File: src/snes_cart_settings.svh
// Shared widths, constants and header offsets for the cartridge ingest path.
// Include this file in any source file that uses one of these macros.

`ifndef SNES_CART_SETTINGS_SVH
`define SNES_CART_SETTINGS_SVH

// Download bus
`define SNES_IO_ADDR_W 25
`define SNES_IO_DATA_W 16

// ROM and backup RAM masks
`define SNES_MASK_W 24

// Default clear sweep covers 256 KB
`define SNES_FILL_BITS 18

// Copier header sits in front of the ROM image
`define SNES_COPIER_HDR 32'h200

// Internal header bases, RAM size byte is 2 above each base
`define SNES_HDR_LO 32'h7FD6
`define SNES_HDR_HI 32'hFFD6
`define SNES_HDR_EX 32'h40FFD6

// Power-on fill bytes
`define SNES_FILL_A 8'h66
`define SNES_FILL_B 8'h99
`define SNES_FILL_55 8'h55
`define SNES_FILL_FF 8'hFF

// Backup sectors are 512 bytes
`define SNES_SECTOR_LSB 9

`endif

File: src/snes_cart_pkg.sv
// Types shared by the cartridge ingest blocks.
// Referenced by scoped names from the RTL and the testbench.

`default_nettype none

`include "snes_cart_settings.svh"

package snes_cart_pkg;

	// What the host is currently streaming
	typedef enum logic [2:0] {
		dl_none,
		dl_cart,
		dl_spc,
		dl_code,
		dl_other
	} dl_kind_t;

	// ROM header option, mode numbers 0 to 4
	typedef enum logic [2:0] {
		hdr_auto = 3'd0,
		hdr_none = 3'd1,
		hdr_lorom = 3'd2,
		hdr_hirom = 3'd3,
		hdr_exhirom = 3'd4
	} hdr_mode_t;

	// Cheat code, loaded as word slots and read as fields
	// Slot k sits in words[k], so each field pairs an odd slot over an even one
	typedef union packed {
		logic [7:0][`SNES_IO_DATA_W-1:0] words;
		struct packed {
			logic [31:0] replace;
			logic [31:0] compare;
			logic [31:0] addr;
			logic [31:0] flags;
		} fields;
	} cheat_code_t;

	// Index 0xFF is the code stream, low six bits pick the rest
	function automatic dl_kind_t download_kind(input logic download, input logic [7:0] index);
		dl_kind_t kind;
		if (!download)
			kind = dl_none;
		else if (&index)
			kind = dl_code;
		else if (index[5:0] == 6'd0)
			kind = dl_cart;
		else if (index[5:0] == 6'd1)
			kind = dl_spc;
		else
			kind = dl_other;
		return kind;
	endfunction

endpackage

`default_nettype wire

File: src/backup_sector_seq.sv
// Loads and saves battery-backed RAM one 512-byte sector at a time.
// Each sector is a sd_rd or sd_wr request closed by the host's sd_ack pulse.

`default_nettype none

`include "snes_cart_settings.svh"

module backup_sector_seq (
	input  logic                    clk_sys,
	input  logic                    RESET,
	input  logic                    cart_dl,
	input  logic                    img_mounted,
	input  logic                    img_readonly,
	input  logic [63:0]             img_size,
	input  logic [7:0]              rom_type,
	input  logic [`SNES_MASK_W-1:0] ram_mask,
	input  logic                    bk_load_req,
	input  logic                    bk_save_req,
	input  logic                    sd_ack,
	output logic                    bk_ena,
	output logic                    bk_busy,
	output logic                    bk_loading,
	output logic [31:0]             sd_lba,
	output logic                    sd_rd,
	output logic                    sd_wr
);

	logic        cart_dl_q;
	logic        load_q;
	logic        save_q;
	logic        ack_q;
	logic        sufami;
	logic [31:0] lba_end;
	logic        load_rise;
	logic        save_rise;
	logic        auto_load;

	// Sufami Turbo with a second cart holds twice the RAM
	assign sufami = (rom_type[7:4] == 4'h2) && rom_type[3];
	assign lba_end = sufami ?
		32'({ram_mask[`SNES_MASK_W-1:`SNES_SECTOR_LSB], 1'b1}) :
		32'(ram_mask[`SNES_MASK_W-1:`SNES_SECTOR_LSB]);

	assign load_rise = bk_load_req & bk_ena & ~load_q;
	assign save_rise = bk_save_req & bk_ena & ~save_q;
	// Save file is mounted by the time the download ends
	assign auto_load = cart_dl_q & ~cart_dl & (|img_size) & bk_ena;

	always_ff @(posedge clk_sys) begin
		if (RESET) begin
			cart_dl_q <= 1'b0;
			load_q <= 1'b0;
			save_q <= 1'b0;
			ack_q <= 1'b0;
			bk_ena <= 1'b0;
			bk_busy <= 1'b0;
			bk_loading <= 1'b0;
			sd_lba <= '0;
			sd_rd <= 1'b0;
			sd_wr <= 1'b0;
		end else begin
			cart_dl_q <= cart_dl;
			load_q <= bk_load_req & bk_ena;
			save_q <= bk_save_req & bk_ena;
			ack_q <= sd_ack;

			// Backup enable
			if (cart_dl && !cart_dl_q)
				bk_ena <= 1'b0;
			if (cart_dl && img_mounted && !img_readonly)
				bk_ena <= |ram_mask;

			// Host took the request
			if (sd_ack && !ack_q) begin
				sd_rd <= 1'b0;
				sd_wr <= 1'b0;
			end

			if (!bk_busy) begin
				if (load_rise || save_rise) begin
					bk_busy <= 1'b1;
					bk_loading <= load_rise;
					sd_lba <= '0;
					sd_rd <= load_rise;
					sd_wr <= ~load_rise;
				end
				if (auto_load) begin
					bk_busy <= 1'b1;
					bk_loading <= 1'b1;
					sd_lba <= '0;
					sd_rd <= 1'b1;
					sd_wr <= 1'b0;
				end
			end else if (!sd_ack && ack_q) begin
				// Sector done, move on or finish
				if (sd_lba >= lba_end) begin
					bk_busy <= 1'b0;
					bk_loading <= 1'b0;
				end else begin
					sd_lba <= sd_lba + 32'd1;
					sd_rd <= bk_loading;
					sd_wr <= ~bk_loading;
				end
			end
		end
	end

endmodule

`default_nettype wire

File: src/cart_header_detect.sv
// Watches the cartridge download for the size, type and region bytes.
// Sizes become address masks for ROM and backup RAM; the region drives pal.

`default_nettype none

`include "snes_cart_settings.svh"

module cart_header_detect (
	input  logic                         clk_sys,
	input  logic                         RESET,
	input  logic                         cart_dl,
	input  logic                         ioctl_wr,
	input  logic [`SNES_IO_ADDR_W-1:0]   ioctl_addr,
	input  logic [`SNES_IO_DATA_W-1:0]   ioctl_dout,
	input  snes_cart_pkg::hdr_mode_t     header_mode,
	input  logic [1:0]                   region_sel,
	output logic [7:0]                   rom_type,
	output logic [`SNES_MASK_W-1:0]      rom_mask,
	output logic [`SNES_MASK_W-1:0]      ram_mask,
	output logic                         pal
);

	logic                       hdr_wr;
	logic                       hdr_fixed;
	logic [`SNES_IO_ADDR_W-1:0] rom_size_at;
	logic [`SNES_IO_ADDR_W-1:0] ram_size_at;
	logic [3:0]                 rom_size;
	logic [3:0]                 ram_size;
	logic [3:0]                 rom_size_nxt;
	logic [3:0]                 ram_size_nxt;
	logic                       rom_region;

	assign hdr_wr = cart_dl & ioctl_wr;

	// Where the internal header lands, past the copier block
	always_comb begin
		hdr_fixed = 1'b1;
		rom_size_at = `SNES_IO_ADDR_W'(`SNES_HDR_LO + `SNES_COPIER_HDR);
		case (header_mode)
			snes_cart_pkg::hdr_lorom:
				rom_size_at = `SNES_IO_ADDR_W'(`SNES_HDR_LO + `SNES_COPIER_HDR);
			snes_cart_pkg::hdr_hirom:
				rom_size_at = `SNES_IO_ADDR_W'(`SNES_HDR_HI + `SNES_COPIER_HDR);
			snes_cart_pkg::hdr_exhirom:
				rom_size_at = `SNES_IO_ADDR_W'(`SNES_HDR_EX + `SNES_COPIER_HDR);
			default:
				hdr_fixed = 1'b0;
		endcase
		ram_size_at = rom_size_at + `SNES_IO_ADDR_W'(2);
	end

	// Sizes after this word, so the masks follow in the same cycle
	always_comb begin
		rom_size_nxt = rom_size;
		ram_size_nxt = ram_size;
		if (hdr_wr) begin
			if (ioctl_addr == '0) begin
				rom_size_nxt = 4'hC;
				ram_size_nxt = 4'h0;
				if (header_mode == snes_cart_pkg::hdr_auto && ioctl_dout[7:0] != 8'h00)
					{ram_size_nxt, rom_size_nxt} = ioctl_dout[7:0];
			end
			if (hdr_fixed) begin
				if (ioctl_addr == rom_size_at)
					rom_size_nxt = ioctl_dout[11:8];
				if (ioctl_addr == ram_size_at)
					ram_size_nxt = ioctl_dout[3:0];
			end
		end
	end

	always_ff @(posedge clk_sys) begin
		if (RESET) begin
			rom_size <= 4'h0;
			ram_size <= 4'h0;
			rom_region <= 1'b0;
			rom_type <= 8'h00;
			rom_mask <= '0;
			ram_mask <= '0;
			pal <= 1'b0;
		end else begin
			rom_size <= rom_size_nxt;
			ram_size <= ram_size_nxt;
			if (hdr_wr) begin
				if (ioctl_addr == '0) begin
					case (header_mode)
						snes_cart_pkg::hdr_none,
						snes_cart_pkg::hdr_lorom:   rom_type <= 8'h00;
						snes_cart_pkg::hdr_hirom:   rom_type <= 8'h01;
						snes_cart_pkg::hdr_exhirom: rom_type <= 8'h02;
						default:                    rom_type <= ioctl_dout[15:8];
					endcase
				end
				if (ioctl_addr == `SNES_IO_ADDR_W'(2))
					rom_region <= ioctl_dout[8];
				rom_mask <= (`SNES_MASK_W'(1024) << rom_size_nxt) - `SNES_MASK_W'(1);
				ram_mask <= (ram_size_nxt != 4'h0) ?
					(`SNES_MASK_W'(1024) << ram_size_nxt) - `SNES_MASK_W'(1) : '0;
			end
			// Region select 0 means follow the cartridge
			if (!cart_dl)
				pal <= (region_sel == 2'd0) ? rom_region : region_sel[1];
		end
	end

endmodule

`default_nettype wire

File: src/cheat_code_loader.sv
// Collects the eight words of one cheat code from the code download.
// cheat_strobe pulses for one cycle once the last slot has been written.

`default_nettype none

`include "snes_cart_settings.svh"

module cheat_code_loader (
	input  logic                       clk_sys,
	input  logic                       RESET,
	input  logic                       code_dl,
	input  logic                       ioctl_wr,
	input  logic [3:0]                 ioctl_addr,
	input  logic [`SNES_IO_DATA_W-1:0] ioctl_dout,
	output snes_cart_pkg::cheat_code_t cheat_code,
	output logic                       cheat_strobe
);

	logic       slot_wr;
	logic [2:0] slot;

	// Byte address 2k selects slot k, odd addresses are ignored
	assign slot = ioctl_addr[3:1];
	assign slot_wr = code_dl & ioctl_wr & ~ioctl_addr[0];

	// Code words
	always_ff @(posedge clk_sys) begin
		if (slot_wr)
			cheat_code.words[slot] <= ioctl_dout;
	end

	// Slot 7 completes the code
	always_ff @(posedge clk_sys) begin
		if (RESET)
			cheat_strobe <= 1'b0;
		else
			cheat_strobe <= slot_wr && (slot == 3'd7);
	end

endmodule

`default_nettype wire

File: src/ram_clear_engine.sv
// Sweeps the work RAM address space once after a cartridge download starts.
// A write slot on every second cycle, with the byte set by fill_pattern.

`default_nettype none

`include "snes_cart_settings.svh"

module ram_clear_engine #(
	parameter int FILL_BITS = `SNES_FILL_BITS
) (
	input  logic                 clk_sys,
	input  logic                 RESET,
	input  logic                 cart_dl,
	input  logic [1:0]           fill_pattern,
	output logic                 clearing,
	output logic                 fill_we,
	output logic [FILL_BITS-1:0] fill_addr,
	output logic [7:0]           fill_data
);

	logic cart_dl_q;
	logic fill_wait;

	// ==================================================
	// Sweep control
	// ==================================================

	always_ff @(posedge clk_sys) begin
		if (RESET) begin
			cart_dl_q <= 1'b0;
			clearing <= 1'b0;
			fill_wait <= 1'b0;
			fill_addr <= '0;
		end else begin
			cart_dl_q <= cart_dl;
			if (clearing) begin
				fill_wait <= ~fill_wait;
				if (fill_wait)
					fill_addr <= fill_addr + 1'b1;
				// Last address gets its write this cycle
				if (&fill_addr)
					clearing <= 1'b0;
			end else begin
				fill_wait <= 1'b0;
				fill_addr <= '0;
				if (cart_dl && !cart_dl_q)
					clearing <= 1'b1;
			end
		end
	end

	assign fill_we = clearing & ~fill_wait;

	// ==================================================
	// Fill byte
	// ==================================================

	// Patterns follow the power-on contents of real consoles
	always_comb begin
		case (fill_pattern)
			2'd0: fill_data = (fill_addr[8] ^ fill_addr[2]) ? `SNES_FILL_A : `SNES_FILL_B;
			2'd1: fill_data = (fill_addr[9] ^ fill_addr[0]) ? `SNES_FILL_FF : 8'h00;
			2'd2: fill_data = `SNES_FILL_55;
			default: fill_data = `SNES_FILL_FF;
		endcase
	end

endmodule

`default_nettype wire

File: src/snes_cart_top.sv
// Cartridge ingest top. Decodes the download kind and feeds the header
// detector, cheat loader, RAM clear engine and backup sequencer.
// core_reset holds the console in reset while any of them is busy.

`default_nettype none

`include "snes_cart_settings.svh"

module snes_cart_top #(
	parameter int FILL_BITS = `SNES_FILL_BITS
) (
	input  logic                       clk_sys,
	input  logic                       RESET,
	input  logic                       ioctl_download,
	input  logic [7:0]                 ioctl_index,
	input  logic [`SNES_IO_ADDR_W-1:0] ioctl_addr,
	input  logic [`SNES_IO_DATA_W-1:0] ioctl_dout,
	input  logic                       ioctl_wr,
	input  snes_cart_pkg::hdr_mode_t   header_mode,
	input  logic [1:0]                 region_sel,
	input  logic [1:0]                 fill_pattern,
	input  logic                       img_mounted,
	input  logic                       img_readonly,
	input  logic [63:0]                img_size,
	input  logic                       bk_load_req,
	input  logic                       bk_save_req,
	input  logic                       sd_ack,
	output logic [7:0]                 rom_type,
	output logic [`SNES_MASK_W-1:0]    rom_mask,
	output logic [`SNES_MASK_W-1:0]    ram_mask,
	output logic                       pal,
	output snes_cart_pkg::cheat_code_t cheat_code,
	output logic                       cheat_strobe,
	output logic                       clearing,
	output logic                       fill_we,
	output logic [FILL_BITS-1:0]       fill_addr,
	output logic [7:0]                 fill_data,
	output logic                       bk_ena,
	output logic                       bk_busy,
	output logic                       bk_loading,
	output logic [31:0]                sd_lba,
	output logic                       sd_rd,
	output logic                       sd_wr,
	output logic                       core_reset
);

	snes_cart_pkg::dl_kind_t dl_kind;
	logic                    cart_dl;
	logic                    spc_dl;
	logic                    code_dl;

	// Download decode
	assign dl_kind = snes_cart_pkg::download_kind(ioctl_download, ioctl_index);
	assign cart_dl = (dl_kind == snes_cart_pkg::dl_cart);
	assign spc_dl = (dl_kind == snes_cart_pkg::dl_spc);
	assign code_dl = (dl_kind == snes_cart_pkg::dl_code);

	cart_header_detect u_header (
		.clk_sys(clk_sys), .RESET(RESET), .cart_dl(cart_dl), .ioctl_wr(ioctl_wr),
		.ioctl_addr(ioctl_addr), .ioctl_dout(ioctl_dout), .header_mode(header_mode),
		.region_sel(region_sel), .rom_type(rom_type), .rom_mask(rom_mask),
		.ram_mask(ram_mask), .pal(pal)
	);

	cheat_code_loader u_cheat (
		.clk_sys(clk_sys), .RESET(RESET), .code_dl(code_dl), .ioctl_wr(ioctl_wr),
		.ioctl_addr(ioctl_addr[3:0]), .ioctl_dout(ioctl_dout),
		.cheat_code(cheat_code), .cheat_strobe(cheat_strobe)
	);

	ram_clear_engine #(.FILL_BITS(FILL_BITS)) u_clear (
		.clk_sys(clk_sys), .RESET(RESET), .cart_dl(cart_dl), .fill_pattern(fill_pattern),
		.clearing(clearing), .fill_we(fill_we), .fill_addr(fill_addr), .fill_data(fill_data)
	);

	backup_sector_seq u_backup (
		.clk_sys(clk_sys), .RESET(RESET), .cart_dl(cart_dl), .img_mounted(img_mounted),
		.img_readonly(img_readonly), .img_size(img_size), .rom_type(rom_type),
		.ram_mask(ram_mask), .bk_load_req(bk_load_req), .bk_save_req(bk_save_req),
		.sd_ack(sd_ack), .bk_ena(bk_ena), .bk_busy(bk_busy), .bk_loading(bk_loading),
		.sd_lba(sd_lba), .sd_rd(sd_rd), .sd_wr(sd_wr)
	);

	// Console stays in reset while memory is being filled or restored
	assign core_reset = RESET | cart_dl | spc_dl | bk_loading | clearing;

endmodule

`default_nettype wire
File: config.mk
export PLATFORM = sky130hd
export DESIGN_NAME = snes_cart_top
export DESIGN_NICKNAME = d
export VERILOG_FILES = /design/src/snes_cart_pkg.sv /design/src/backup_sector_seq.sv /design/src/cart_header_detect.sv /design/src/cheat_code_loader.sv /design/src/ram_clear_engine.sv /design/src/snes_cart_top.sv
export VERILOG_INCLUDE_DIRS = /design/src
export SDC_FILE = /design/constraint.sdc
export NUM_CORES = 1
export LEC_CHECK = 0
export BUFFER_PORTS_ARGS = -buffer_cell sky130_fd_sc_hd__buf_2
export CORE_ASPECT_RATIO = 0.6
export CORE_MARGIN = 5
export CORE_UTILIZATION = 45
export CTS_CLUSTER_DIAMETER = 40
export DETAILED_ROUTE_END_ITERATION = 8
export PLACE_DENSITY_LB_ADDON = 0.08
export SKIP_CTS_REPAIR_TIMING = 1
export SLEW_MARGIN = 20
export SYNTH_ARGS = -nofsm -noshare
export SYNTH_HDL_FRONTEND = slang
export SYNTH_SLANG_ARGS = --single-unit
File: constraint.sdc
create_clock -name clk_sys -period 3.4 [get_ports clk_sys]
set_input_delay 0.85 -clock clk_sys [delete_from_list [all_inputs] [get_ports clk_sys]]
set_output_delay 0.85 -clock clk_sys [all_outputs]
set_load 0.005 [all_outputs]
* Yosys cells after proc, flatten, opt, wreduce, memory -nomap -nowiden
Index checks and enable logic that the tools add are counted.
Operators by class: magnitude comparators 3, equal/unequal tests 18, shift-type cells 2, reduce and logical (&&, ||, !) cells 34, add/subtract/negate cells 5, bitwise operators 25, muxes and demuxes 58
Operators with widths (number):
- 2-to-1 mux 32 bit | 5
- bitwise mux 128 bit | 1
- OR reduction 64 bit | 1
- demux 16 bit (select 3 bit) | 1
- one-hot mux 8 bit (3 select lines) | 2
- left shift 11 x 4 -> 24 bit, first input constant | 2
- one-hot mux 23 bit (2 select lines) | 1
- 2-to-1 mux 4 bit | 10
- adder 32 x 1 -> 32 bit, second input constant | 1
- greater-or-equal comparator 32 bit | 1
- 2-to-1 mux 16 bit | 2
- 2-to-1 mux 1 bit | 29
- equality test 25 x 2 -> 1 bit, second input constant | 1
- equality test 25 x 23 -> 1 bit | 1
- equality test 25 bit | 1
- logical NOT 25 bit | 1
- adder 23 x 2 -> 24 bit, second input constant | 1
- 2-to-1 mux 24 bit | 1
- OR reduction 24 bit | 1
- subtractor 24 x 1 -> 24 bit, second input constant | 1
- subtractor 24 x 2 -> 24 bit, second input constant | 1
- adder 18 x 1 -> 18 bit, second input constant | 1
- AND reduction 18 bit | 1
- 2-to-1 mux 8 bit | 2
- other kinds (30) | 76
Word-level totals: input bits 129, output and inout port bits 252, flip-flop bits (word level) 256

* Logic depth before layout (Yosys ltp)
depth after elaboration 12, mapped depth 17, gate-level depth less buffers 13

* Cells and area by module
A second synthesis with hierarchy kept.
Second synthesis, totals: cells, all modules 971, area total of the unflattened synthesis 10652.7 um2
Modules (own cells, without submodules):
- cheat_code_loader | instances 1, area each 3983.8 um2, cells each 143, seq. area each 3863.7 um2
- cart_header_detect | instances 1, area each 2969.1 um2, cells each 385, seq. area each 960.9 um2
- backup_sector_seq | instances 1, area each 2602.5 um2, cells each 314, seq. area each 820.8 um2
- ram_clear_engine | instances 1, area each 1036.0 um2, cells each 120, seq. area each 420.4 um2
- snes_cart_top | instances 1, area each 61.3 um2, cells each 9, seq. area each 0.0 um2

* Worst setup path after synthesis
No wires, ideal clock.
path type register -> register, from reg u_header.rom_type[6], to reg u_backup.sd_lba[14], required time 3.330 ns, path buffers 1, cell stages (with the launch flop) 15, data arrival time 3.549 ns, library setup time 0.070 ns, slack -0.219 ns, path through dfxtp_1 -> nand4bb_1 -> nor2_1 -> clkbuf_1 -> mux2i_1 -> ha_1 -> a21o_1 -> a21o_1 -> a21oi_1 -> o311a_1 -> o21ai_0 -> o21a_1 -> nand3b_1 -> or3_1 -> a21oi_1
On the way: word-level cells in the longest chain between the ends 6
RTL lines:
- from (decl) | line cart_header_detect.sv:17 | output logic [7:0] rom_type,
- from (signal assigned) | line cart_header_detect.sv:91 | default: rom_type <= ioctl_dout[15:8];
- equality test 4 x 2 -> 1 bit | line backup_sector_seq.sv:39 | assign sufami = (rom_type[7:4] == 4'h2) && rom_type[3];
- logical AND 1 bit | line backup_sector_seq.sv:39
- 2-to-1 mux 16 bit | line backup_sector_seq.sv:40 | assign lba_end = sufami ?
- greater-or-equal comparator 32 bit | line backup_sector_seq.sv:96 | if (sd_lba >= lba_end) begin
- inequality test 2 bit (no source line)
- AND reduction 3 bit (no source line)
- to (signal assigned) | line backup_sector_seq.sv:100 | sd_lba <= sd_lba + 32'd1;
- to (decl) | line backup_sector_seq.sv:23 | output logic [31:0] sd_lba,
No other way between the ends. A chain may end at the register's enable or synchronous reset.

* Final worst setup path
from reg u_header.rom_type[4], to reg u_backup.sd_lba[3]
The elaborated chain is that of the path after synthesis.

==> results.cfg <==
[yosys]
yosysSeqAreaShare = 0.601
async_reset_ff_frac = 0
synth_top_area_frac = 0.382
yosys.area.top_type = edfxtp_1
syn_area_um2 = 10100
yosysWarnings = 0
synth.area.top_cells = edfxtp_1 38%, dfxtp_1 22%, nor2_1 3.9%
post-synth-top-count-cell = edfxtp_1
syn_avg_cell_area_um2 = 11.5
syn_nets = 1027
synthFlopType = edfxtp_1
synth_top_cells_by_count = 128 x edfxtp_1, 110 x dfxtp_1, 104 x nor2_1
synth-seq-cells = 238
syn_inst = 878
synth_edf_count = 128
synth_cell_types = 85

[setup_path]
regToRegSetupSlack_ns = 0.09
start_kind = flip-flop
startpoint = u_header.rom_type[4]
worst_path_max_delay_cell = or3_1
endpoint_kind = flip-flop
cp_cell_sequence = nand4bb_4 -> nor2_4 -> buf_12 -> mux2i_1 -> ha_1 -> a21o_1 -> a21o_1 -> a21oi_4 -> o311a_4 -> o21ai_2 -> o21a_1 -> buf_4 -> or3_1 -> a21oi_1
cp.depth = 14
path_buf_inv = 2
cp.arrival_ns = 3.78
cpPeakStageDelay_ns = 0.36
cp-endpoint = u_backup.sd_lba[3]
timing.critical_path.fanout_max = 14
required_ns = 3.86
crit_path_frequent_cell = a21o_1
path_class = flip-flop to flip-flop
r2r_start = u_header.rom_type[4]
worstReg2RegEnd = u_backup.sd_lba[3]
cp_top_family = compound AO/OA/AOI/OAI gates
reg2regPathDepth = 14

[power]
power_mw = 6.34
pwr-share-seq = 0.478
p_sw_mw = 1.35
p_int_mw = 4.99
clockPowerShare = 0.487
irDropWorstVdd_mv = 0.473
p_per_area_nw_per_um2 = 455
pwr-share-comb = 0.036
p_sw_frac = 0.213
p_leak_nw = 5.96

[clocking]
clkLatencyLatePin_ns = 0.53
cts_sinks = 238
root_buffer = clkbuf_16
cts-htree-levels = 1
cts_buffer_depth = 3
cts_tree = yes
cts_buffers = 27
cts.clk_slew.worst_paths_ns = 0.06

[layout]
n_fill_cell = 1810
final_cell_count_no_fill = 1638
area.growth.synth_to_final_pct = 38.6
drive_gt1_frac = 0.433
final_util = 0.633
final_net_count = 1480
diodes = 0

[floorplan]
core_area_um2 = 22000
die_h_um = 126
start_util = 0.457
ios = 381
dieWidth_um = 203
row_count = 42
dieArea_um2 = 25500

[global_route]
grt_overflow = 0
grt_max_degree = 32
grt_antenna_before_repair = 1
grt_pass1_vias = 8107
grt_pass1_wl_mm = 47.6
track_usage = 0.232

[drt]
drtAntennaViolNets = 0
first_pass_iters = 4
drcViolationCount = 0
routed_wl_mm = 31.7
vias_per_cell = 5.27
drtIter0Drc = 580
via_count = 8639
wl_per_cell_um = 19.3

[place]
place_congestion = 0.920
placedCellCount = 1580
dp_hpwl_mm = 24.0
numPortBuffers = 380
dp_slack_ns = -0.104

[timing]
tightest_slew_ns = 0.638
fin_crit_ns = 3.31
maxSlewHeadroom = 0.574
rsz0062_at_grt = yes
clock_skew_ns = 0.0110
finalWorstSetupSlack_ns = 0.0868
fin_crit_sh = 0.974
max_freq_ghz = 0.302
setup_viol = 0
slew_viol_final = 0
finalHoldWorstSlack_ns = 0.456
hold_violations = 0

[worst_hold_path]
hold_class = flip-flop to flip-flop

[flow_run]
drv_cap = 0

[run_status]
status = complete, no violations
[layout make-up]
cell class	instances	area, µm²	share of cell area
Clock buffer	29	683	0.0490
Tap cell	286	358	0.0257
Multi-Input combinational cell	572	3780	0.272
Sequential cell	238	6050	0.434
Timing Repair Buffer	480	2740	0.196
Inverter	12	45.0	0.00323
Clock inverter	21	282	0.0202
[flip-flops by register name (all words and copies together), names as in the netlist]
name and cells:
u_backup.ack_q 1, u_backup.bk_busy 1, u_backup.bk_ena 1, u_backup.bk_loading 1, u_backup.load_q 1, u_backup.save_q 1, u_backup.sd_lba 32, u_backup.sd_rd 1
u_backup.sd_wr 1, u_cheat.cheat_code 128, u_cheat.cheat_strobe 1, u_clear.cart_dl_q 1, u_clear.clearing 1, u_clear.fill_addr 18, u_clear.fill_wait 1, u_header.pal 1
u_header.ram_mask 15, u_header.ram_size 4, u_header.rom_mask 15, u_header.rom_region 1, u_header.rom_size 4, u_header.rom_type 8
[metrics by stage]
step | area (µm²) | TNS [ns]
final | 13900 | 0
after global routing | 13900 | -0.535
after CTS | 13800 | -0.0259
after detailed placement | 12800 | -0.640
after global placement | 12800 | -0.307
after floorplan | 10100 | 0
[routing by layer]
layer / up-vias / GRT usage / wire length [µm]
met5: - / 0 / 11
met3: 41 / 0.0455 / 2200
met4: 2 / 0.0491 / 557
met1: 4140 / 0.362 / 15400
met2: 293 / 0.336 / 13500
li1: 4163 / - / -
[power by group through the flow]
stage          clock [mW]  combinational [mW]  sequential (mW)
3_5_place_dp            0               0.223             3.09
2_1_floorplan           0              0.0649             3.09
4_1_cts              3.15               0.225             3.03
6_report             3.08               0.226             3.03
3_3_place_gp            0               0.219             3.09
5_1_grt              3.29               0.246             3.03
[cells in the final DEF (no fill, tap or decap), types with 15 or more instances in the layout]
master / count
a21oi_1: 33
and3_1: 25
buf_2: 380
buf_4: 93
clkbuf_16: 28
dfxtp_1: 109
edfxtp_1: 128
ha_1: 19
mux2i_1: 20
nand2_1: 63
nand3_1: 32
nand4_1: 21
nor2_1: 99
nor4_1: 27
o21ai_0: 25
xnor2_1: 15
[tightest hold or removal path, cell delays in order, from the launching register on]
cell	delay, ns
dfxtp_1	0.31
nand2_1	0.05
a21oi_1	0.05
[worst min-delay path by stage]
stage / slack, ns / end / cells after the start / startpoint
finish: 0.46 / u_header.rom_type[2] / 2 / u_header.rom_type[2]
floorplan: 0.45 / u_header.rom_type[2] / 2 / u_header.rom_type[2]
global placement: 0.44 / u_header.rom_type[2] / 2 / u_header.rom_type[2]
CTS: 0.46 / u_header.rom_type[2] / 2 / u_header.rom_type[2]
global route: 0.49 / u_header.rom_type[4] / 2 / u_header.rom_type[4]
detailed placement: 0.45 / u_header.rom_type[2] / 2 / u_header.rom_type[2]
[cells by family (layout without fill, tap and decap cells)]
family	Yosys count	in the layout	synth area share
xor gates and xnor gates	29	29	0.0253
and+or+nand+nor	355	355	0.183
buffers and inverters	68	542	0.0382
muxes	21	21	0.0210
DFF	238	238	0.601
adders and majority gates	20	20	0.0249
AOI/OAI and AO/OA	147	147	0.106
Note: power is estimated with default switching activity, not from simulation.
